===== src/rvv_fifo.sv =====
`timescale 1ns/1ps
`default_nettype none

module rvv_fifo #(
    parameter type T     = logic,
    parameter int  DEPTH = 4
) (
    input  logic                   clk,
    input  logic                   rst_n,
    input  logic                   push,
    input  T                       din,
    input  logic                   pop,
    output T                       dout,
    output logic                   full,
    output logic                   empty,
    output logic [$clog2(DEPTH):0] count
);

    localparam int PTR_W = $clog2(DEPTH);

    T                 mem [DEPTH];
    logic [PTR_W-1:0] wr_ptr;
    logic [PTR_W-1:0] rd_ptr;
    logic             do_push;
    logic             do_pop;

    // Writes into a full queue and reads from an empty one are ignored
    assign do_push = push & ~full;
    assign do_pop  = pop & ~empty;

    assign full  = (count == ($clog2(DEPTH)+1)'(DEPTH));
    assign empty = (count == '0);
    assign dout  = mem[rd_ptr];

    always_ff @(posedge clk) begin
        if (do_push) begin
            mem[wr_ptr] <= din;
        end
    end

    always_ff @(posedge clk) begin
        if (!rst_n) begin
            wr_ptr <= '0;
            rd_ptr <= '0;
            count  <= '0;
        end else begin
            if (do_push) begin
                wr_ptr <= (wr_ptr == PTR_W'(DEPTH-1)) ? '0 : wr_ptr + 1'b1;
            end
            if (do_pop) begin
                rd_ptr <= (rd_ptr == PTR_W'(DEPTH-1)) ? '0 : rd_ptr + 1'b1;
            end
            if (do_push && !do_pop) begin
                count <= count + 1'b1;
            end else if (do_pop && !do_push) begin
                count <= count - 1'b1;
            end
        end
    end

endmodule

`default_nettype wire


===== config.mk =====
export PLATFORM = sky130hd
export DESIGN_NAME = rvv_fifo
export DESIGN_NICKNAME = d
export VERILOG_FILES = /design/src/rvv_fifo.sv
export SDC_FILE = /design/constraint.sdc
export NUM_CORES = 1
export LEC_CHECK = 0
export BUFFER_PORTS_ARGS = -buffer_cell sky130_fd_sc_hd__clkbuf_2
export CAP_MARGIN = 20
export CORE_AREA = 2 2 39 41
export DETAILED_ROUTE_END_ITERATION = 16
export DIE_AREA = 0 0 41 43
export GPL_ROUTABILITY_DRIVEN = 1
export PLACE_DENSITY_LB_ADDON = 0.12
export SLEW_MARGIN = 20
export SYNTH_ARGS = -nofsm -noshare
export SYNTH_HDL_FRONTEND = slang
export SYNTH_SLANG_ARGS = --single-unit

===== constraint.sdc =====
create_clock -name clk -period 2.3 [get_ports clk]
set_input_delay 0.46 -clock clk [delete_from_list [all_inputs] [get_ports clk]]
set_output_delay 0.46 -clock clk [all_outputs]
set_load 0.005 [all_outputs]

---- Word-level counts from Yosys, hierarchy flattened ----
Memory sizes are Yosys's and may differ from the RTL's. A register that Yosys moved wholly into a read port is not among the register bits.
Cells that the tools add are included.
storage, ports and cells
  memories kept ........................... 1
  memory bits (writable) .................. 4
  output and inout bits ................... 6
  register bits ........................... 7
memory list
  memory  words  width  read ports  clocked after memory_dff  write ports  RTL line  text
  mem     4      1      1           1                         1            21        T mem [DEPTH];
operators by class
  add/subtract/negate cells ............... 4
  muxes and demuxes ....................... 8
  bitwise gates (word level) .............. 4
  equal/unequal tests ..................... 3
  reduce and logical (&&, ||, !) cells .... 6
operators by type and width
  kind                                              number
  2-to-1 mux 2 bit                                  4
  2-to-1 mux 3 bit                                  2
  adder 2 x 1 -> 2 bit, second input constant       2
  == test 2 bit, second input constant              2
  adder 3 x 1 -> 3 bit, second input constant       1
  == test 3 bit, second input constant              1
  zero test 3 bit                                   1
  subtractor 3 x 1 -> 3 bit, second input constant  1
  AND 1 bit                                         2
  logical AND 1 bit                                 2
  zero test 1 bit                                   2
  2-to-1 mux 1 bit                                  2
  inverter 1 bit                                    2
  nonzero test 2 bit                                1

---- Depth between registers and ports, before layout ----
Gate-level depths: netlist of the first run.
  word-level depth ........................ 7
  depth in mapped cells ................... 9
  gate-level depth less buffers ........... 8

---- Worst setup path before layout of the first run ----
OpenSTA, ideal clock, no wires.
  kind .................................... register -> register
  start ................................... register count[0]
  end ..................................... register count[2]
  clock period less this slack ............ 2.043 ns
  path slack .............................. 0.257 ns
  arrival time ............................ 1.973 ns
  library setup time ...................... 0.070 ns
  stages on the path, launching flop included .. 10
  cell sequence ........................... dfxtp_1 nor3b_2 nor2b_1 buf_2 ha_1 inv_1 fa_1 xor2_1 or3_1 a21boi_1
between the ends
  word-level cells in the longest chain between the ends .. 6
RTL lines
  item                                 RTL line  text
  start: declaration                   16        output logic [$clog2(DEPTH):0] count
  start signal: assignment             54        count <= count + 1'b1;
  start signal: assignment             56        count <= count - 1'b1;
  == test 3 bit *                      31        assign full = (count == ($clog2(DEPTH)+1)'(DEPTH));
  net full                             14        output logic full,
  inverter 1 bit *                     28        assign do_push = push & ~full;
  AND 1 bit *                          28
  net do_push                          24        logic do_push;
  zero test 1 bit                      55        end else if (do_pop && !do_push) begin
  logical AND 1 bit                    55
  nonzero test 2 bit (no source line)  n/a
Mark *: on every way through the listed nets, which the timed path passes. The rest lies on a longest branch. The select of a mux whose other input is x is not followed.
A chain may end at the register's enable or synchronous reset.

---- Worst setup path in the final report of the first run ----
  start ................................... register count[0]
  end ..................................... register count[2]
between the ends
  word-level cells in the longest chain between the ends .. 6
RTL lines
  item
  branches (longest 6 deep; another with subtractor 3 x 1 -> 3 bit)
Several ways; the timed one is not identified. The select of a mux whose other input is x is not followed.

==> results.cfg, run 1 <==
[synthesis]
synth.distinct_cells = 22
synth-seq-cells = 13
synth-edff-count = 4
netlist_area_um2 = 628
synth_seq_area_share = 0.478
ys.warnings.count = 0
synthesis.nets = 68
synth_top_area_frac = 0.287
syn_area_per_cell_um2 = 11.2
synth_cells = 56
synthTopCellsByArea = dfxtp_1, edfxtp_1, ha_1
async_reset_ff_frac = 0
yosysMostFrequentCell = dfxtp_1
netlist_top_cells_count = dfxtp_1, ha_1, nand2_1
ys.flop_type = dfxtp_1
yosysTopAreaCell = dfxtp_1

[power_and_ir_drop]
p_leak_nw = 0.322
p_sw_frac = 0.327
p_sw_uw = 245
ir_drop_uv = 470
power_uw = 751
seqPwrFrac = 0.463
power.internal_uw = 506
cellPowerDensity_nw_per_um2 = 1030
combPwrFrac = 0.353
p_clk_frac = 0.183

[cells_and_area]
num_antenna_cells = 0
area_delta_synth_final_pct = 16.3
fin_nets = 83
num-fill-cells = 129
drive_above_1_share = 0.257

[route]
drc_errors = 0
wl_um = 866
ant_nets = 0
drt_iter0_drc = 4
drt_first_pass_iters = 2
vias = 407
wire_per_inst_um = 10.1
viasPerCell = 4.73

[timing]
rsz0062_at_grt = false
worstMarginPinSlew_ps = 283
whs_ps = 404
post-route-min-period_ps = 2060
max_slew_margin = 0.811
setup_viol = 0
final-max-slew-violation-count = 0
timing.fmax_ghz = 0.487
finalSetupTns_ps = 0
hold_violations = 0
finalClockSkew_ps = 6.75
min_period_over_period = 0.894

[clock_network]
hold_buffers = 0
postCtsSetupRepairBufs = 0
cts_resized = 0
cts_sinks = 13
h-tree-depth = 1
clockBufferDepth = 2
cts_buffers = 3
root_buffer = clkbuf_4
clk_pin_slew_ps = 80
cts_tree = built
clk-insertion-delay-late_ps = 270

[worst_hold_path]
worstHoldPathType = in2reg

[placed_design]
io_buffers = 10
place_congestion = 0.762
dp_hpwl_um = 661

[job]
maxCapViolCount = 0

[worst_setup_path]
arrival_ps = 2260
cp-end-kind = register
critPathMaxFanout = 6
crit_type = reg2reg
worst_setup_path_start_kind = register
cp_data_required_time_ps = 2510

[grt]
grt_max_degree = 12
grt_use_total = 0.130
gr-total-overflow = 0
grt_pass1_wl_um = 1500
grt_pass1_vias = 360
antenna_found_initial = 0

[floorplanning]
rows = 14
die_w_um = 41
io_pins = 11
start_util = 0.454
die_h_um = 43
dieArea_um2 = 1760
core_um2 = 1380

[run_status]
status = completed
==> cell usage in the layout, fill, tap and decap left out <==
cell type | synthesis | final
inv_1 | 3 | 3
clkbuf_2 | 0 | 10
buf_4 | 0 | 2
nand3_1 | 2 | 2
nor2b_1 | 2 | 2
xnor2_1 | 1 | 1
o31ai_2 | 1 | 1
clkbuf_4 | 0 | 3
or3_1 | 1 | 1
and2_1 | 5 | 5
o21ai_0 | 3 | 3
mux2i_1 | 3 | 3
nor3b_2 | 1 | 1
a21boi_1 | 1 | 1
nand2_1 | 6 | 6
nor3_1 | 1 | 1
edfxtp_1 | 4 | 4
clkbuf_1 | 1 | 1
mux4_2 | 1 | 1
ha_1 | 6 | 6
xor2_1 | 1 | 1
nor2_1 | 2 | 2
fa_1 | 1 | 1
dfxtp_1 | 9 | 9
==> power by group through the flow <==
stage | registers, mW | clock network (mW) | logic [mW]
floorplan | 0.346 | 0 | 0.186
global placement | 0.354 | 0 | 0.261
detailed placement | 0.355 | 0 | 0.268
CTS | 0.349 | 0.142 | 0.269
global route | 0.358 | 0.157 | 0.316
finish | 0.348 | 0.138 | 0.266
==> kinds of logic (layout without fill, tap and decap cells) <==
family / Yosys count / in the layout / synth area share
and+or+nand+nor: 20 / 20 / 0.171
DFF: 13 / 13 / 0.478
adders and majority gates: 7 / 7 / 0.151
AOI/OAI and AO/OA: 5 / 5 / 0.0558
buffers and inverters: 5 / 19 / 0.0319
muxes: 4 / 4 / 0.0837
xor gates and xnor gates: 2 / 2 / 0.0279
==> final cells by class <==
type / instances / area, um2 / share of cell area
Clock buffer: 4 / 26.3 / 0.0360
Inverter: 3 / 11.3 / 0.0154
Multi-Input combinational cell: 38 / 308 / 0.421
Sequential cell: 13 / 300 / 0.411
Tap cell: 16 / 20.0 / 0.0274
Timing Repair Buffer: 12 / 65.1 / 0.0890
==> critical path, stage by stage (launching register included) <==
cell	delay, ps
dfxtp_1	400
o31ai_2	340
ha_1	230
inv_1	60
fa_1	370
xor2_1	160
or3_1	310
a21boi_1	130
==> path summary, 6_finish.rpt <==
| path | end | slack [ps] | start | cells after the start |
|---|---|---|---|---|
| max | count[2] | 240 | count[0] | 7 |
| min reg2reg | wr_ptr[1] | 510 | wr_ptr[1] | 2 |
| max reg2reg | count[2] | 240 | count[0] | 7 |
| min | mem[3] | 400 | din | 1 |
==> through the flow <==
| stage | util | cell area [um2] | worst slack [ps] | cells |
|---|---|---|---|---|
| global placement | 0.509 | 704 | 293 | 82 |
| detailed placement | 0.509 | 704 | 263 | 82 |
| CTS | 0.528 | 731 | 241 | 86 |
| floorplan | - | 628 | 257 | 56 |
| global route | 0.528 | 731 | 92.1 | 86 |
| finish | 0.528 | 731 | 245 | 86 |
==> layer usage <==
metal  vias to the layer above  routed length (um)  track usage
met5                         -                   0            0
met1                       182                 444        0.186
li1                        218                   -            -
met2                         5                 376        0.169
met4                         0                  15       0.0600
met3                         2                  30       0.0471
Power figures use the tool's default switching activity.
==> run 2: changes to the inputs <==
--- a/config.mk
+++ b/config.mk
@@ -12,6 +12,7 @@
 export DIE_AREA = 0 0 41 43
 export GPL_ROUTABILITY_DRIVEN = 1
 export PLACE_DENSITY_LB_ADDON = 0.12
+export RECOVER_POWER = 50
 export SLEW_MARGIN = 20
 export SYNTH_ARGS = -nofsm -noshare
 export SYNTH_HDL_FRONTEND = slang
==> constraint.sdc (replaced) <==
create_clock -name clk -period 2.7 [get_ports clk]
set_input_delay 0.54 -clock clk [delete_from_list [all_inputs] [get_ports clk]]
set_output_delay 0.54 -clock clk [all_outputs]
set_load 0.005 [all_outputs]
==> results.cfg, run 2 (synthesized netlist as in run 1, its figures left out) <==
[floorplanning]
core_um2 = 1380
dieArea_um2 = 1760
die_w_um = 41
io_pins = 11
die_h_um = 43
rows = 14
start_util = 0.454

[worst_setup_path]
critPathMaxFanout = 6
arrival_ps = 2410
reg2regPathDepth = 7
r2r_start = count[0]
cp_data_required_time_ps = 2910
r2r_setup_slack_ps = 500
crit_type = reg2reg
worst_setup_path_start_kind = register
cp-end-kind = register
rr_endpoint = count[2]

[route]
drt_first_pass_iters = 4
drt_iter0_drc = 1
drc_errors = 0
wire_per_inst_um = 11.0
wl_um = 934
ant_nets = 0
vias = 421
viasPerCell = 4.95

[grt]
grt_max_degree = 12
grt_pass1_vias = 363
antenna_found_initial = 0
gr-total-overflow = 0
grt_use_total = 0.138
grt_pass1_wl_um = 1520

[power_and_ir_drop]
ir_drop_uv = 388
p_leak_nw = 0.307
cellPowerDensity_nw_per_um2 = 887

[clock_network]
cts_tree = built
clk_pin_slew_ps = 80
postCtsSetupRepairBufs = 0
cts_sinks = 13
cts_resized = 0
h-tree-depth = 1
clockBufferDepth = 2
cts_buffers = 3
hold_buffers = 0
clk-insertion-delay-late_ps = 270
root_buffer = clkbuf_4

[timing]
finalSetupTns_ps = 0
final-max-slew-violation-count = 0
post-route-min-period_ps = 2200
whs_ps = 506
max_slew_margin = 0.725
worstMarginPinSlew_ps = 410
timing.fmax_ghz = 0.455
setup_viol = 0
timing.final.ws_setup_ps = 501
hold_violations = 0
finalClockSkew_ps = 0.724
rsz0062_at_grt = false
min_period_over_period = 0.815

[cells_and_area]
fin_nets = 82
num-fill-cells = 124
final_cell_mix = dfxtp_1, clkbuf_2, nand2_1, ha_1
postLayoutCellArea_um2 = 713
area_delta_synth_final_pct = 13.5
num_antenna_cells = 0
fin_cells = 85
drive_above_1_share = 0.203

[placed_design]
dp_hpwl_um = 698
dpl-instance-area_um2 = 697
place_congestion = 0.702
io_buffers = 10
pre_cts_ws_ps = 487
dp.cells = 81

[worst_hold_path]
hold_start = wr_ptr[1]
hold_depth = 2
worstHoldPathType = reg2reg
whs_endpoint = wr_ptr[1]

[run_status]
status = completed

[job]
maxCapViolCount = 0
run 2: cell count changes in the layout (fill, tap and decap cells not counted):
| cell | change |
|---|---|
| buf_4 | -2 |
| clkbuf_1 | +2 |
| and2_0 | +1 |
| and2_1 | -1 |
| clkbuf_2 | -1 |
| nor3b_1 | +1 |
| nor3b_2 | -1 |
run 2: cell type report:
class | instances | area (um2) | area share
well taps | 16 | 20.0 | 0.0281
clock buffers | 4 | 26.3 | 0.0368
repair buffers | 11 | 52.6 | 0.0737
multi-input cells | 38 | 303 | 0.425
inverters | 3 | 11.3 | 0.0158
flip-flops and latches | 13 | 300 | 0.421
run 2: per-stage QoR:
step / utilization / total power, mW
global placement: 0.504 / 0.521
global route: 0.515 / 0.688
detailed placement: 0.504 / 0.526
finish: 0.515 / 0.632
floorplan: - / 0.453
CTS: 0.523 / 0.649
run 2: worst max-delay path by stage:
stage,from,end,slack [ps],cells past startpoint
final,count[0],count[2],500,7
after global routing,count[0],count[2],370,7
after CTS,count[0],count[2],480,7
after detailed placement,count[0],count[2],490,7
after global placement,count[0],count[2],550,7
after floorplan,count[0],count[2],660,9
run 2: worst max-delay path, stage by stage (launching register included):
cell	delay (ps)
dfxtp_1	390
o31ai_2	450
ha_1	260
inv_1	60
fa_1	370
xor2_1	160
or3_1	310
a21boi_1	140
run 2: routing by layer:
layer  GRT usage  wire [um]
met3      0.0628         46
met5           0          0
met1       0.158        406
met4       0.120         13
met2       0.184        466
run 2: power by group:
group,total (mW),internal (mW),switching [mW]
Combinational,0.218,0.116,0.102
Sequential,0.296,0.249,0.0475
Clock,0.119,0.0572,0.0616
Total,0.632,0.421,0.211
==> run 3: changes to the inputs <==
--- a/config.mk
+++ b/config.mk
@@ -5,11 +5,12 @@
 export SDC_FILE = /design/constraint.sdc
 export NUM_CORES = 1
 export LEC_CHECK = 0
+export ABC_AREA = 1
 export BUFFER_PORTS_ARGS = -buffer_cell sky130_fd_sc_hd__clkbuf_2
 export CAP_MARGIN = 20
-export CORE_AREA = 2 2 39 41
+export CORE_MARGIN = 2
+export CORE_UTILIZATION = 51
 export DETAILED_ROUTE_END_ITERATION = 16
-export DIE_AREA = 0 0 41 43
 export GPL_ROUTABILITY_DRIVEN = 1
 export PLACE_DENSITY_LB_ADDON = 0.12
 export RECOVER_POWER = 50
==> constraint.sdc (replaced) <==
create_clock -name clk -period 2.2 [get_ports clk]
set_input_delay 0.44 -clock clk [delete_from_list [all_inputs] [get_ports clk]]
set_output_delay 0.44 -clock clk [all_outputs]
set_load 0.005 [all_outputs]
==> results.cfg, run 3 <==
[floorplanning]
start_util = 0.531
io_pins = 11
die_h_um = 40.1
die_w_um = 40.1
core_um2 = 1250
dieArea_um2 = 1610
rows = 13

[timing]
hold_violations = 0
finalSetupTns_ps = 0
setup_viol = 0
finalClockSkew_ps = 7.42
whs_ps = 423
post-route-min-period_ps = 1850
min_period_over_period = 0.840
worstMarginPinSlew_ps = 192
timing.fmax_ghz = 0.541
max_slew_margin = 0.872
timing.final.ws_setup_ps = 353
final-max-slew-violation-count = 0
rsz0062_at_grt = false

[clock_network]
postCtsSetupRepairBufs = 0
cts_buffers = 3
clockBufferDepth = 2
h-tree-depth = 1
root_buffer = clkbuf_4
cts_sinks = 13
clk_pin_slew_ps = 80
hold_buffers = 0
cts_resized = 0
clk-insertion-delay-late_ps = 270
cts_tree = built

[route]
vias = 478
viasPerCell = 4.35
drt_iter0_drc = 2
drc_errors = 0
drt_first_pass_iters = 2
wire_per_inst_um = 8.14
ant_nets = 0
wl_um = 895

[synthesis]
yosysMostFrequentCell = nor2_1
yosysTopAreaCell = dfxtp_1
synth_top_family_by_area = simple AND/OR/NAND/NOR gates
synthMuxAreaShare = 0
synth.distinct_cells = 15
synth_adder_area_share = 0.143
synth-edff-count = 4
ys.flop_type = dfxtp_1
syn_area_per_cell_um2 = 8.22
netlist_area_um2 = 666
netlist_top_cells_count = nor2_1, inv_1, nand2_1
synth_top_area_frac = 0.271
ys.warnings.count = 0
synth_seq_area_share = 0.451
async_reset_ff_frac = 0
synthTopCellsByArea = dfxtp_1, edfxtp_1, ha_1
synth-seq-cells = 13
synthSimpleGateAreaFrac = 0.256
synth_compound_area_frac = 0.0602
synth_cells = 81
synthesis.nets = 93
synth-xor-area-share = 0

[worst_setup_path]
cp_data_required_time_ps = 2410
cp-end-kind = register
r2r_setup_slack_ps = 350
reg2regPathDepth = 12
worst_setup_path_start_kind = register
worstPathCellList = nor2_1 > nand2_1 > nand2_4 > inv_1 > ha_1 > inv_1 > fa_1 > nand2_1 > nand3_1 > nand2_1 > inv_1 > nor2_1
critPathMaxFanout = 7
max_stage_delay_ps = 420
r2r_start = count[0]
rr_endpoint = count[2]
arrival_ps = 2060
crit_type = reg2reg
crit_slowest_cell = dfxtp_1

[job]
maxCapViolCount = 0

[power_and_ir_drop]
p_sw_uw = 349
cellPowerDensity_nw_per_um2 = 1200
combPwrFrac = 0.429
power_uw = 896
p_clk_frac = 0.157
ir_drop_uv = 607
seqPwrFrac = 0.413
p_leak_nw = 0.379
p_sw_frac = 0.389
power.internal_uw = 547

[cells_and_area]
final_cell_mix = nor2_1, inv_1, nand2_1
num_antenna_cells = 0
layout_commonest_cell = nor2_1
num-fill-cells = 112
area_delta_synth_final_pct = 12.6
drive_above_1_share = 0.147
postLayoutCellArea_um2 = 749
fin_nets = 108

[worst_hold_path]
whs_endpoint = mem[3]
hold_depth = 1
worstHoldPathType = in2reg
hold_start = din

[grt]
grt_pass1_wl_um = 1560
antenna_found_initial = 0
grt_max_degree = 8
grt_use_total = 0.159
gr-total-overflow = 0
grt_pass1_vias = 406

[placed_design]
dp_hpwl_um = 719
io_buffers = 10
place_congestion = 0.784
dpl-instance-area_um2 = 734
pre_cts_ws_ps = 409

[run_status]
status = completed
run 3: power by group through the flow:
stage	registers (mW)	logic [mW]	clock network, mW
CTS	0.376	0.409	0.148
detailed placement	0.382	0.406	0
finish	0.371	0.385	0.141
floorplan	0.375	0.292	0
global route	0.381	0.465	0.162
global placement	0.380	0.400	0
run 3: layout make-up:
| cell class | count | area [um2] | area share |
|---|---|---|---|
| tap | 15 | 18.8 | 0.0250 |
| inverter | 16 | 60.1 | 0.0801 |
| clock buffer | 4 | 26.3 | 0.0351 |
| timing repair buffer | 10 | 48.8 | 0.0651 |
| multi-input combinational | 52 | 295 | 0.394 |
| sequential | 13 | 300 | 0.401 |
run 3: per-layer routing:
| metal | track usage | part of all wire | routed length (um) | vias up |
|---|---|---|---|---|
| met1 | 0.180 | 0.51 | 457 | 194 |
| li1 | - | - | - | 275 |
| met4 | 0.129 | 0.012 | 11 | 0 |
| met5 | 0 | 0 | 0 | - |
| met3 | 0.0667 | 0.048 | 43 | 2 |
| met2 | 0.230 | 0.43 | 383 | 7 |
run 3: critical path, delay by kind of cell, from the launching register on:
kind / cells / cell delay, ps
fa+ha+maj: 2 / 530
buf+inv: 3 / 170
flops: 1 / 420
simple gates: 7 / 670
run 3: worst max-delay path by stage:
stage             start  endpoint  slack (ps)  depth (start not counted)
2_1_floorplan  count[0]  count[1]         500                          9
3_3_place_gp   count[0]  count[1]         460                          9
3_5_place_dp   count[0]  count[1]         410                          9
4_1_cts        count[0]  count[1]         390                          9
5_1_grt        count[0]  count[2]         130                         13
6_report       count[0]  count[2]         350                         12
run 3: logic make-up after synthesis:
| group | count (synthesis) |
|---|---|
| fa+ha+maj | 7 |
| compound gates | 8 |
| flops | 13 |
| buf+inv | 16 |
| simple gates | 37 |
run 3: metrics by stage:
| step | instances | utilization |
|---|---|---|
| final | 110 | 0.598 |
| after global routing | 110 | 0.598 |
| after CTS | 110 | 0.607 |
| after detailed placement | 106 | 0.586 |
| after global placement | 106 | 0.586 |
| after floorplan | 81 | - |
