===== src/rvv_arch_pkg.sv =====
`default_nettype none

package rvv_arch_pkg;

    // VLEN 128, SEW 8, LMUL 1
    localparam int VLEN       = 128;
    localparam int SEW        = 8;
    localparam int NUM_ELEM   = VLEN / SEW;
    localparam int NUM_VREG   = 32;
    localparam int VREG_IDX_W = 5;
    localparam int XLEN       = 32;
    localparam int INST_W     = 32;

    typedef logic [VLEN-1:0]       vreg_t;
    typedef logic [VREG_IDX_W-1:0] vidx_t;

    typedef enum logic [2:0] {
        ALU_ADD,
        ALU_SUB,
        ALU_AND,
        ALU_OR,
        ALU_XOR,
        ALU_MV
    } alu_op_e;

    // OP-V major opcode and the funct3 categories in use
    localparam logic [6:0] OPCODE_V = 7'b1010111;
    localparam logic [2:0] F3_OPIVV = 3'b000;
    localparam logic [2:0] F3_OPIVX = 3'b100;

    localparam logic [5:0] F6_VADD  = 6'b000000;
    localparam logic [5:0] F6_VSUB  = 6'b000010;
    localparam logic [5:0] F6_VAND  = 6'b001001;
    localparam logic [5:0] F6_VOR   = 6'b001010;
    localparam logic [5:0] F6_VXOR  = 6'b001011;
    localparam logic [5:0] F6_VMV   = 6'b010111;

endpackage

`default_nettype wire

===== src/rvv_pipe_pkg.sv =====
`default_nettype none

package rvv_pipe_pkg;

    localparam int CQ_DEPTH = 8;
    localparam int UQ_DEPTH = 4;
    localparam int CQ_CNT_W = $clog2(CQ_DEPTH) + 1;

    // Command queue entry
    typedef struct packed {
        logic [rvv_arch_pkg::INST_W-1:0] inst;
        logic [rvv_arch_pkg::XLEN-1:0]   scalar;
    } rvv_cmd_t;

    // Uop queue entry, vs_a is vs2 and vs_b is vs1/rs1
    typedef struct packed {
        rvv_arch_pkg::alu_op_e         op;
        rvv_arch_pkg::vidx_t           vd;
        rvv_arch_pkg::vidx_t           vs_a;
        rvv_arch_pkg::vidx_t           vs_b;
        logic                          scalar_en;
        logic [rvv_arch_pkg::XLEN-1:0] scalar;
        logic                          illegal;
    } rvv_uop_t;

    // Operands already read from the register file
    typedef struct packed {
        rvv_arch_pkg::alu_op_e op;
        rvv_arch_pkg::vidx_t   vd;
        rvv_arch_pkg::vreg_t   src_a;
        rvv_arch_pkg::vreg_t   src_b;
        logic                  illegal;
    } alu_req_t;

    typedef struct packed {
        rvv_arch_pkg::vidx_t vd;
        rvv_arch_pkg::vreg_t data;
        logic                illegal;
    } rt_res_t;

endpackage

`default_nettype wire


===== src/rvv_dispatch.sv =====
`timescale 1ns/1ps
`default_nettype none

module rvv_dispatch (
    input  logic                   clk,
    input  logic                   rst_n,
    input  rvv_pipe_pkg::rvv_uop_t uop,
    input  logic                   uop_valid,
    output logic                   uop_ready,
    output rvv_arch_pkg::vidx_t    rd_idx_a,
    output rvv_arch_pkg::vidx_t    rd_idx_b,
    input  rvv_arch_pkg::vreg_t    rd_data_a,
    input  rvv_arch_pkg::vreg_t    rd_data_b,
    output rvv_pipe_pkg::alu_req_t req,
    output logic                   req_valid,
    input  logic                   req_ready,
    input  logic                   clr_valid,
    input  rvv_arch_pkg::vidx_t    clr_idx,
    output logic                   busy_any
);

    import rvv_arch_pkg::*;

    logic [NUM_VREG-1:0] busy;
    logic [NUM_VREG-1:0] busy_nxt;
    logic                hazard;
    logic                accept;
    vreg_t               src_b;

    assign rd_idx_a = uop.vs_a;
    assign rd_idx_b = uop.vs_b;

    // A scalar form has no second register source
    // Waiting on vd as well keeps one outstanding writer per busy bit
    assign hazard = busy[uop.vs_a]
                  | (~uop.scalar_en & busy[uop.vs_b])
                  | (~uop.illegal & busy[uop.vd]);

    assign uop_ready = ~hazard & (~req_valid | req_ready);
    assign accept    = uop_valid & uop_ready;
    assign busy_any  = |busy;

    // Scalar low byte replicated into every element
    assign src_b = uop.scalar_en ? {NUM_ELEM{uop.scalar[SEW-1:0]}} : rd_data_b;

    always_comb begin
        busy_nxt = busy;
        if (clr_valid) begin
            busy_nxt[clr_idx] = 1'b0;
        end
        if (accept && !uop.illegal) begin
            busy_nxt[uop.vd] = 1'b1;
        end
    end

    always_ff @(posedge clk) begin
        if (!rst_n) begin
            req_valid <= 1'b0;
            busy      <= '0;
        end else begin
            busy <= busy_nxt;
            if (accept) begin
                req_valid <= 1'b1;
            end else if (req_ready) begin
                req_valid <= 1'b0;
            end
        end
    end

    always_ff @(posedge clk) begin
        if (accept) begin
            req.op      <= uop.op;
            req.vd      <= uop.vd;
            req.src_a   <= rd_data_a;
            req.src_b   <= src_b;
            req.illegal <= uop.illegal;
        end
    end

endmodule

`default_nettype wire


===== config.mk =====
export PLATFORM = sky130hd
export DESIGN_NAME = rvv_dispatch
export DESIGN_NICKNAME = d
export VERILOG_FILES = /design/src/rvv_arch_pkg.sv /design/src/rvv_pipe_pkg.sv /design/src/rvv_dispatch.sv
export SDC_FILE = /design/constraint.sdc
export NUM_CORES = 1
export LEC_CHECK = 0
export BUFFER_PORTS_ARGS = -buffer_cell sky130_fd_sc_hd__buf_4
export CELL_PAD_IN_SITES_DETAIL_PLACEMENT = 1
export CELL_PAD_IN_SITES_GLOBAL_PLACEMENT = 1
export CORE_AREA = 3 3 229 231
export CTS_CLUSTER_DIAMETER = 150
export DETAILED_ROUTE_END_ITERATION = 7
export DIE_AREA = 0 0 232 234
export PLACE_DENSITY_LB_ADDON = 0.1
export SLEW_MARGIN = 25
export SYNTH_ARGS = -nofsm -noshare
export SYNTH_HDL_FRONTEND = slang
export SYNTH_SLANG_ARGS = --single-unit

===== constraint.sdc =====
create_clock -name clk -period 20.8 [get_ports clk]
set_input_delay 1.04 -clock clk [delete_from_list [all_inputs] [get_ports clk]]
set_output_delay 1.04 -clock clk [all_outputs]
set_load 0.02 [all_outputs]

# Yosys cells after proc, flatten, opt, wreduce, memory -nomap -nowiden
# Index checks and enable logic that the tools add are counted.
# classes
n_lt_le_gt_ge,6
n_mux,15
bitwise,14
reduce_logical,6
# ops
cell,n
$mux W128,1
$mux W32,2
$and A32 B32 Y32,1
$not A32 Y32,1
$or A32 B32 Y32,1
$reduce_or A32 Y1,1
$lt A5 B6 Y1 const B,4
$bmux W1 S5,3
$demux W1 S5,2
$ge A5 B1 Y1 const B,2
$mux W1,7
$and A1 B1 Y1,4
$not A1 Y1,4
$logic_and A1 B1 Y1,3
$or A1 B1 Y1,3
$reduce_bool A2 Y1,1
$logic_not A1 Y1,1
# word_totals
ff_bits,298
input_bits,318
wordCells,48

# Longest topological paths before layout
# Gate-level depths: netlist of run 1.
# depth
ltp_word,10
depth_mapped,8
mapped_depth_nobuf,6

# Least setup slack after synthesis of run 1
# No wires, ideal clock.
# synth_timing
kind,input to register
startpoint,input uop[34] in the netlist's numbering
endpoint,register req[0] in the netlist's numbering (enable)
t_arrival_ns,21.583
t_required_ns,19.532
path_slack_ns,-2.051
path_stages,8
cell_sequence,buf_2 > mux4_2 > mux2i_1 > o21ai_0 > o21ai_1 > nand4b_2 > buf_6 > nor3b_1
# synth_between
elab_chain_cells,8
# synth_rtl
element,line_no,text
from (decl),rvv_dispatch.sv:7,"input rvv_pipe_pkg::rvv_uop_t uop,"
$bmux W1 S5,rvv_dispatch.sv:36,| (~uop.scalar_en & busy[uop.vs_b])
$mux W1 (not written as such),rvv_dispatch.sv:36,
$and A1 B1 Y1,rvv_dispatch.sv:36,
$or A1 B1 Y1,rvv_dispatch.sv:36,
$or A1 B1 Y1,rvv_dispatch.sv:37,| (~uop.illegal & busy[uop.vd]);
$not A1 Y1,rvv_dispatch.sv:39,assign uop_ready = ~hazard & (~req_valid | req_ready);
$and A1 B1 Y1,rvv_dispatch.sv:39,
$and A1 B1 Y1,rvv_dispatch.sv:40,assign accept = uop_valid & uop_ready;
via accept,rvv_dispatch.sv:27,logic accept;
to (decl),rvv_dispatch.sv:14,"output rvv_pipe_pkg::alu_req_t req,"
# The timed path passes the listed nets, and every way through them passes these cells. The select of a mux whose other input is x is not followed.
# A chain may end at the register's enable or synchronous reset.

# Final worst setup path of run 1
# layout_timing
startpoint,input uop[45] in the netlist's numbering
endpoint,register req[228] in the netlist's numbering (enable)
# layout_between
elab_chain_cells,7
# layout_rtl
element,line_no
$bmux W1 S5,rvv_dispatch.sv:37
$mux W1 (not written as such),rvv_dispatch.sv:37
$and A1 B1 Y1,rvv_dispatch.sv:37
$or A1 B1 Y1,rvv_dispatch.sv:37
$not A1 Y1,rvv_dispatch.sv:39
$and A1 B1 Y1,rvv_dispatch.sv:39
$and A1 B1 Y1,rvv_dispatch.sv:40
via accept,rvv_dispatch.sv:27
# The timed path passes the listed nets, and every way through them passes these cells. The select of a mux whose other input is x is not followed.

==> impl_metrics.py, run 1 <==
metrics = {
    "yosys": {
        "syn-num-nets": 1140,
        "synth.cell_area_mm2": 0.0120,
        "yosys.area.top_type_share_pct": 66.5,
        "synth_warnings": 0,
        "seq_area_frac_synth_pct": 72.1,
        "synth_cell_types": 40,
        "synthTopCellsByCount": "edfxtp_1 (265), inv_1 (130), o21ai_0 (130)",
        "synth_most_common_cell": "edfxtp_1",
        "synth-seq-cells": 298,
        "synth-edff-count": 265,
        "syn_inst": 822,
        "ys_async_sr_fraction_pct": 0,
        "synth_area_leader_cell": "edfxtp_1",
        "synth.area.top_cells": "edfxtp_1 (67%), dfxtp_1 (5.5%), o21ai_0 (5.4%), inv_1 (4.1%), o41ai_2 (3.7%)",
        "syn_avg_cell_area_um2": 14.6,
        "ys.flop_type": "edfxtp_1",
    },
    "min_path": {
        "min_path_type": "reg -> reg",
    },
    "critical_path": {
        "crit_chain": "buf_4 > mux2i_1 > o32a_1 > a2bb2oi_1 > nand4_1 > buf_4 > nor2b_1 > nor3b_4 > buf_4 > buf_4",
        "crit_top_cell": "buf_4",
        "required_ns": 20.96,
        "cp.arrival_ns": 4.78,
        "crit_type": "in -> reg",
        "critical-path-top-delay-family": "buffers and inverters",
        "cpPeakStageDelay_ns": 0.82,
        "crit_fanout": 68,
        "end_kind": "flop",
        "worst-path-buf-inv": 4,
        "cp_slowest_cell": "buf_4",
        "start_kind": "primary input",
    },
    "cts": {
        "numCtsBuffers": 38,
        "cts.clk_slew.worst_paths_ns": 0.06,
        "clock-sinks": 298,
        "root_buffer": "clkbuf_16",
        "cts_hold_buf": 0,
        "post_cts_resized": 0,
        "clk_latency_ns": 0.55,
        "cts_max_path_buffers": 3,
        "cts_setup_buffers": 0,
        "cts_tree": "built",
        "htreeDepth": 2,
    },
    "sta": {
        "finalHoldViolCount": 0,
        "setup_viol": 0,
        "slew_viol_final": 0,
        "fin_crit_sh_pct": 22.2,
        "max_clock_freq_mhz": 216,
        "slew-limit-headroom_pct": 37.9,
        "hold_slack_ns": 0.593,
        "skew_ns": 0.0115,
        "worst_slew_pin_slew_ns": 0.932,
        "finalSetupTns_ns": 0,
        "rsz0062_at_grt": "no",
        "post-route-min-period_ns": 4.62,
    },
    "global_route": {
        "grt-ovfl-total": 0,
        "grt_usage_pct": 17.9,
        "antenna_found_initial": 9,
        "grt_pass1_wl_um": 69800,
        "grt_max_degree": 80,
        "grt_pass1_vias": 9229,
    },
    "pwr": {
        "power_frac_seq_pct": 45.2,
        "power.leakage_nw": 7.68,
        "p_per_area_mw_per_mm2": 87.5,
        "switchingPower_mw": 0.416,
        "vdd_drop_max_mv": 0.0455,
        "p_int_mw": 1.16,
        "p_comb_share_pct": 14.8,
        "power_frac_clock_pct": 40.0,
        "total_power_mw": 1.58,
        "sw_frac_of_total_pct": 26.3,
    },
    "die": {
        "io-pin-count": 596,
        "row_count": 82,
        "dieArea_mm2": 0.0543,
        "core_mm2": 0.0503,
        "die_h_um": 234,
        "initial_core_util_pct": 23.8,
        "die_x_um": 232,
    },
    "placement": {
        "port-buffer-count": 571,
        "gp_congestion": 0.793,
        "dpl.hpwl_um": 40100,
    },
    "drt": {
        "first_pass_iters": 4,
        "avgViaCountPerCell": 4.35,
        "drc": 0,
        "totalWireLength_um": 51600,
        "vias": 9060,
        "ant_nets": 0,
        "wl_per_cell_um": 24.7,
        "drtIter0Drc": 440,
    },
    "cells_and_area": {
        "nNetsFinal": 1700,
        "area_growth_pct": 51.0,
        "drive_gt1_share_pct": 47.9,
    },
    "flow_run": {
        "max-cap-violations": 0,
    },
    "run_status": {
        "status": "completed",
    },
}
==> worst reg2reg max path, cell delays in order, from the launching register on <==
cell,delay (ns)
dfxtp_1,0.38
mux2i_1,0.29
o32a_1,0.21
a2bb2oi_1,0.21
nand4_1,0.12
buf_4,0.32
nor2b_1,0.27
nor3b_4,0.33
buf_4,0.69
buf_4,0.86
==> path summary, 6_finish.rpt <==
kind / from / end / slack, ns / cells past startpoint
setup / recovery: uop[45] / req[228] / 16.18 / 10
hold / removal: busy[19] / busy[19] / 0.59 / 2
setup reg to reg: busy[26] / req[228] / 16.68 / 9
hold reg to reg: busy[19] / busy[19] / 0.59 / 2
==> kinds of logic (layout without fill, tap and decap cells) <==
group	Yosys count	in the layout	share of synthesized area [%]
flops	298	298	72.1
compound gates	211	211	12.6
mux	43	43	4.88
simple gates	81	81	3.83
buf+inv	189	777	6.63
other cells	0	2	0
==> state kept, by name (all words and copies together) (netlist names) <==
name,cells
req,265
busy,32
req_valid,1
==> stage by stage <==
stage	setup WS [ns]	util, %	std cells	cell area [um2]
after detailed placement	15.51	33.6	2014	16900
after global placement	15.49	33.5	2013	16800
final	16.18	35.9	2084	18100
after CTS	16.08	35.9	2082	18100
after global routing	15.88	35.9	2083	18100
after floorplan	7.38	-	822	12000
==> metal layers <==
metal / wire length [um] / global-route usage [%]
met1: 19200 / 20.4
met2: 26700 / 31.8
met3: 4170 / 5.83
met4: 1380 / 6.08
met5: 112 / 0
==> power by group through the flow <==
stage	registers, mW	logic [mW]	clock network, mW
floorplan	0.790	0.0521	0
global placement	0.726	0.236	0
detailed placement	0.727	0.239	0
CTS	0.715	0.239	0.654
global route	0.718	0.249	0.677
finish	0.714	0.234	0.631
==> layout make-up <==
cell class	instances	area, um2
antenna	2	5.00
sequential	298	8620
inverter	130	488
multi-input combinational	335	2560
timing repair buffer	579	4370
tap	672	841
clock inverter	17	181
clock buffer	51	1000
fill	5433	32200
==> layout by cell type, fill, tap and decap left out, types with 8 or more instances in the layout <==
master	Yosys	layout
buf_4	11	578
edfxtp_1	265	265
o21ai_0	130	130
inv_1	130	130
clkbuf_16	0	38
dfxtp_1	33	33
o211ai_1	32	32
mux2i_1	28	28
o41ai_2	27	27
nand2_1	20	20
clkbuf_1	30	13
mux4_2	12	12
nand3b_1	11	11
nand3_1	8	8
nor4_1	8	8
(Power assumes the default switching activity.)
==> run 2: changes to the inputs <==
- ABC_AREA: unset -> 1
- CORE_AREA: 3 3 229 231 -> 3 3 231 233
- DIE_AREA: 0 0 232 234 -> 0 0 234 236
- clock period: 20.8 -> 4.1 ns (I/O delays scaled with it)
==> impl_metrics.py, run 2 <==
metrics = {
    "run_status": {
        "status": "completed",
    },
    "sta": {
        "fin_crit_sh_pct": 79.6,
        "max_clock_freq_mhz": 306,
        "slew-limit-headroom_pct": 31.6,
        "setup_viol": 0,
        "setup_ws_ns": 0.836,
        "post-route-min-period_ns": 3.26,
        "slew_viol_final": 0,
        "skew_ns": 0.0219,
        "finalHoldViolCount": 0,
        "worst_slew_pin_slew_ns": 1.03,
        "rsz0062_at_grt": "no",
    },
    "yosys": {
        "synth_most_common_cell": "nand2_1",
        "ys.flop_type": "edfxtp_1",
        "synth_cell_types": 24,
        "yosys.area.top_type_share_pct": 67.2,
        "seq_area_frac_synth_pct": 72.8,
        "synth.cell_area_mm2": 0.0118,
        "syn-num-nets": 1355,
        "syn_avg_cell_area_um2": 11.4,
        "synthTopCellsByCount": "nand2_1 (365), edfxtp_1 (265), o21ai_0 (57)",
        "synth.area.top_cells": "edfxtp_1 (67%), nand2_1 (12%), dfxtp_1 (5.6%), o21ai_0 (2.4%), a21oi_1 (2.2%)",
        "synth-edff-count": 265,
        "synth_area_leader_cell": "edfxtp_1",
        "ys_async_sr_fraction_pct": 0,
        "syn_inst": 1037,
        "synth-seq-cells": 298,
        "synth_warnings": 0,
    },
    "cts": {
        "cts_max_path_buffers": 3,
        "numCtsBuffers": 39,
        "cts.clk_slew.worst_paths_ns": 0.05,
        "clk_latency_ns": 0.56,
        "clock-sinks": 298,
        "cts_setup_buffers": 0,
        "root_buffer": "clkbuf_16",
        "cts_tree": "built",
        "htreeDepth": 2,
    },
    "pwr": {
        "power.leakage_nw": 8.86,
        "vdd_drop_max_mv": 0.239,
        "total_power_mw": 8.27,
        "p_per_area_mw_per_mm2": 402,
    },
    "critical_path": {
        "required_ns": 4.59,
        "end_kind": "flop",
        "cp.arrival_ns": 3.76,
        "start_kind": "primary input",
        "regToRegStartpoint": "busy[18]",
        "crit_fanout": 33,
        "rrSetupSlack_ns": 1.12,
        "reg2reg_to": "req_valid",
        "worstRegToRegCells": 14,
        "crit_type": "in -> reg",
    },
    "min_path": {
        "min_path_cells": 1,
        "min_to": "req[257]",
        "min_path_type": "in -> reg",
        "min_from": "uop[44]",
    },
    "cells_and_area": {
        "multiInputGateArea_mm2": 0.00269,
        "area_growth_pct": 73.9,
        "stdcell_area_mm2": 0.0206,
        "layout_common_cells": "buf_4 (579), nand2_1 (364), dlygate4sd3_1 (266)",
        "nNetsFinal": 2184,
        "layout_commonest_cell": "buf_4",
        "largest_register": "req",
        "drive_gt1_share_pct": 34.2,
        "final.fill_count": 5747,
        "top_regs": "req: 265 flops, busy: 32 flops, req_valid: 1 flops",
        "regArea_mm2": 0.00862,
        "stdcell_count": 2571,
        "largest_reg_flops": 265,
    },
    "global_route": {
        "grt_pass1_vias": 11800,
        "grt_max_degree": 88,
        "antenna_found_initial": 2,
        "grt_pass1_wl_um": 80800,
        "grt-ovfl-total": 0,
        "grt_usage_pct": 19.8,
    },
    "placement": {
        "placed_cells": 2239,
        "place_area_mm2": 0.0168,
        "dpl.hpwl_um": 42000,
        "gp_congestion": 0.806,
        "pre_cts_ws_ns": 1.15,
        "port-buffer-count": 571,
    },
    "drt": {
        "drc": 0,
        "ant_nets": 0,
        "totalWireLength_um": 56500,
        "avgViaCountPerCell": 4.32,
        "vias": 11100,
        "wl_per_cell_um": 22.0,
        "first_pass_iters": 4,
        "drtIter0Drc": 554,
    },
    "flow_run": {
        "max-cap-violations": 0,
    },
    "die": {
        "die_h_um": 236,
        "row_count": 83,
        "die_x_um": 234,
        "io-pin-count": 596,
        "dieArea_mm2": 0.0552,
        "initial_core_util_pct": 23.0,
        "core_mm2": 0.0514,
    },
}
-- run 2: cell count changes after synthesis, sizes merged, moves of 6 or more --
cell	delta
nor3	+7
o211ai	-28
mux4	-12
o41ai	-32
inv	-75
nand4	+29
mux2i	-28
nand2	+348
nand3b	-11
a21oi	+51
nand3	+32
nor2b	-6
o21ai	-73
nor2	+44
-- run 2: worst max path at each step --
stage / to / slack (ns) / cells after the start / start
5_1_grt: req_valid / 0.52 / 18 / uop[45]
3_3_place_gp: req[43] / 1.13 / 15 / uop[44]
3_5_place_dp: req[35] / 1.15 / 15 / uop[44]
2_1_floorplan: req[0] / -1.42 / 12 / uop[34]
4_1_cts: req_valid / 0.79 / 18 / uop[45]
6_report: req_valid / 0.84 / 18 / uop[45]
-- run 2: cells by family after synthesis --
kind of cell	count (synthesis)	share of synthesized area, %
AND/OR/NAND/NOR	508	17.6
buffers and inverters	115	4.54
AO/OA/AOI/OAI	116	5.01
flip-flops	298	72.8
-- run 2: timing repair --
action                    4_1_cts  5_1_grt
resized for setup               0        0
hold buffers                  266        0
hold endpoints to repair      265        0
-- run 2: power by group --
part           leakage (nW)  switching, mW  internal, mW
Clock                 0.560           1.34          1.83
Combinational          5.54          0.821         0.649
Sequential             2.76         0.0586          3.57
Total                  8.86           2.22          6.05
-- run 2: final cells by class --
cell class | instances | area share (%)
antenna | 1 | 0.0122
clock buffer | 52 | 4.98
clock inverter | 13 | 0.650
inverter | 56 | 1.07
multi-input combinational | 624 | 13.1
sequential | 298 | 41.9
tap | 680 | 4.13
timing repair buffer | 847 | 34.2
-- run 2: layer usage --
layer,wire [um],vias up,global-route usage [%]
li1,-,5214,-
met2,28400,350,34.8
met5,13,-,0
met3,3880,89,4.94
met1,22300,5442,23.2
met4,1890,2,7.01
-- run 2: critical path, cell delays in order --
cell,delay [ns]
dlygate4sd3_1,0.53
buf_4,0.18
nand2_1,0.44
nor2_1,0.09
nor2_1,0.12
nand2_1,0.07
nand2_1,0.06
nand2_1,0.05
nor2_1,0.09
nand2_1,0.07
nand2_1,0.07
nand3_2,0.10
nor2_4,0.13
nand2_2,0.07
clkinvlp_4,0.28
buf_4,0.46
o21a_1,0.19
dlygate4sd3_1,0.53
-- run 2: per-stage QoR --
step | hold slack, ns | util, % | TNS [ns]
finish | 0.0440 | 40.0 | 0
CTS | 0.00998 | 40.0 | 0
global route | 0.0293 | 40.0 | 0
detailed placement | 0.385 | 32.6 | 0
floorplan | 0.304 | - | -376.90
global placement | 0.383 | 32.6 | 0
==> run 3: changes to the inputs <==
- CORE_AREA: 3 3 231 233 -> 3 3 234 236
- DIE_AREA: 0 0 234 236 -> 0 0 237 239
- clock period: 4.1 -> 3.1 ns (I/O delays scaled with it)
==> impl_metrics.py, run 3 (synthesized netlist as in run 2, its figures left out) <==
metrics = {
    "pwr": {
        "p_comb_share_pct": 18.2,
        "vdd_drop_max_mv": 0.285,
        "p_int_mw": 7.92,
        "power.leakage_nw": 8.90,
        "switchingPower_mw": 2.91,
        "power_frac_seq_pct": 44.3,
        "sw_frac_of_total_pct": 26.9,
        "power_frac_clock_pct": 37.5,
        "p_per_area_mw_per_mm2": 523,
    },
    "die": {
        "die_h_um": 239,
        "row_count": 84,
        "initial_core_util_pct": 22.5,
        "dieArea_mm2": 0.0566,
        "io-pin-count": 596,
        "core_mm2": 0.0527,
        "die_x_um": 237,
    },
    "critical_path": {
        "reg2reg_to": "req_valid",
        "start_kind": "primary input",
        "regToRegStartpoint": "busy[21]",
        "end_kind": "output port",
        "cp.arrival_ns": 2.72,
        "worstRegToRegCells": 14,
        "crit_fanout": 33,
        "rrSetupSlack_ns": 0.48,
        "required_ns": 2.94,
        "cp_slowest_cell": "dlygate4sd3_1",
        "crit_chain": "dlygate4sd3_1 > buf_4 > inv_2 > nand2_2 > nor2_1 > nor2_1 > nand2_1 > nand2_1 > nand2_1 > nor2_1 > nand2_1 > nand2_1 > nand3_2 > nor2_4 > buf_4 > buf_4",
        "crit_top_cell": "nand2_1",
        "crit_type": "in -> out",
        "cpPeakStageDelay_ns": 0.53,
    },
    "cts": {
        "numCtsBuffers": 38,
        "clk_latency_ns": 0.55,
        "cts_max_path_buffers": 3,
        "root_buffer": "clkbuf_16",
        "clock-sinks": 298,
        "cts_tree": "built",
        "htreeDepth": 2,
        "post_cts_resized": 0,
        "cts.clk_slew.worst_paths_ns": 0.05,
    },
    "sta": {
        "fin_crit_sh_pct": 92.8,
        "skew_ns": 0.0276,
        "max_clock_freq_mhz": 348,
        "finalHoldViolCount": 0,
        "slew_viol_final": 0,
        "setup_viol": 0,
        "slew-limit-headroom_pct": 37.6,
        "post-route-min-period_ns": 2.88,
        "worst_slew_pin_slew_ns": 0.933,
        "finalSetupTns_ns": 0,
        "hold_slack_ns": 0.110,
        "rsz0062_at_grt": "no",
        "setup_ws_ns": 0.223,
    },
    "drt": {
        "ant_nets": 0,
        "wl_per_cell_um": 21.7,
        "first_pass_iters": 4,
        "drc": 0,
        "drtIter0Drc": 537,
        "vias": 11100,
        "avgViaCountPerCell": 4.28,
        "totalWireLength_um": 56400,
    },
    "placement": {
        "dpl.hpwl_um": 41600,
        "port-buffer-count": 571,
        "pre_cts_ws_ns": 0.424,
        "place_area_mm2": 0.0169,
        "gp_congestion": 0.825,
    },
    "cells_and_area": {
        "multiInputGateArea_mm2": 0.00269,
        "drive_gt1_share_pct": 34.1,
        "final.fill_count": 5891,
        "largest_reg_flops": 265,
        "nNetsFinal": 2188,
        "area_growth_pct": 74.8,
        "layout_commonest_cell": "buf_4",
        "layout_common_cells": "buf_4 (577), nand2_1 (364), dlygate4sd3_1 (267)",
        "utilization_pct": 39.3,
        "regArea_mm2": 0.00862,
        "stdcell_area_mm2": 0.0207,
        "largest_register": "req",
        "top_regs": "req: 265 flops, busy: 32 flops, req_valid: 1 flops",
    },
    "global_route": {
        "grt-ovfl-total": 0,
        "grt_pass1_wl_um": 80300,
        "grt_usage_pct": 19.1,
        "antenna_found_initial": 6,
        "grt_max_degree": 129,
        "grt_pass1_vias": 11600,
    },
    "min_path": {
        "min_to": "busy[22]",
        "min_from": "uop_valid",
        "min_path_type": "in -> reg",
        "min_path_cells": 3,
    },
    "flow_run": {
        "max-cap-violations": 0,
    },
    "run_status": {
        "status": "completed",
    },
}
run 3: changes by cell type in the layout (fill, tap and decap cells not counted), moves of 2 or more:
cell      before  now
clkbuf_1      13   11
buf_12         2    8
diode_2        1    6
buf_4        579  577
inv_6          2    0
clkinv_1       2    9
run 3: stage by stage:
step / total power [mW] / cells
after floorplan: 5.64 / 1037
after global placement: 6.55 / 2251
after detailed placement: 6.56 / 2251
after CTS: 11.0 / 2586
after global routing: 11.3 / 2591
final: 10.8 / 2592
run 3: final cells by class:
class	instances	area share [%]
Clock buffer	50	4.92
Antenna cell	6	0.0726
Sequential cell	298	41.7
Multi-Input combinational cell	624	13.0
Clock inverter	18	0.514
Inverter	56	1.06
Tap cell	688	4.16
Timing Repair Buffer	852	34.6
run 3: power by group through the flow:
stage / sequential (mW) / combinational (mW) / clock [mW]
detailed placement: 4.88 / 1.69 / 0
global route: 4.82 / 2.10 / 4.40
CTS: 4.79 / 2.00 / 4.22
floorplan: 5.25 / 0.395 / 0
global placement: 4.87 / 1.68 / 0
finish: 4.79 / 1.97 / 4.06
run 3: critical path: cells and delay by family:
family                 cells  cell delay [ns]
buffers and inverters      5             1.46
and+or+nand+nor           11             1.08
run 3: routing by layer:
| layer | wire (um) | track usage [%] | vias up |
|---|---|---|---|
| li1 | - | - | 5244 |
| met1 | 22800 | 23.2 | 5390 |
| met2 | 28500 | 33.2 | 364 |
| met3 | 3250 | 4.59 | 92 |
| met4 | 1780 | 6.34 | 0 |
| met5 | 0 | 0 | - |
run 3: how the worst max path moves through the flow:
stage | start | to | depth (start not counted)
floorplan | uop[34] | req[0] | 12
global placement | uop[44] | req[45] | 17
detailed placement | uop[44] | req[37] | 17
CTS | uop[44] | uop_ready | 16
global route | uop[44] | uop_ready | 16
finish | uop[44] | uop_ready | 16
run 3: what timing repair did:
item	4_1_cts	5_1_grt
hold buffers	267	0
hold endpoints to repair	266	0
setup buffers	0	0
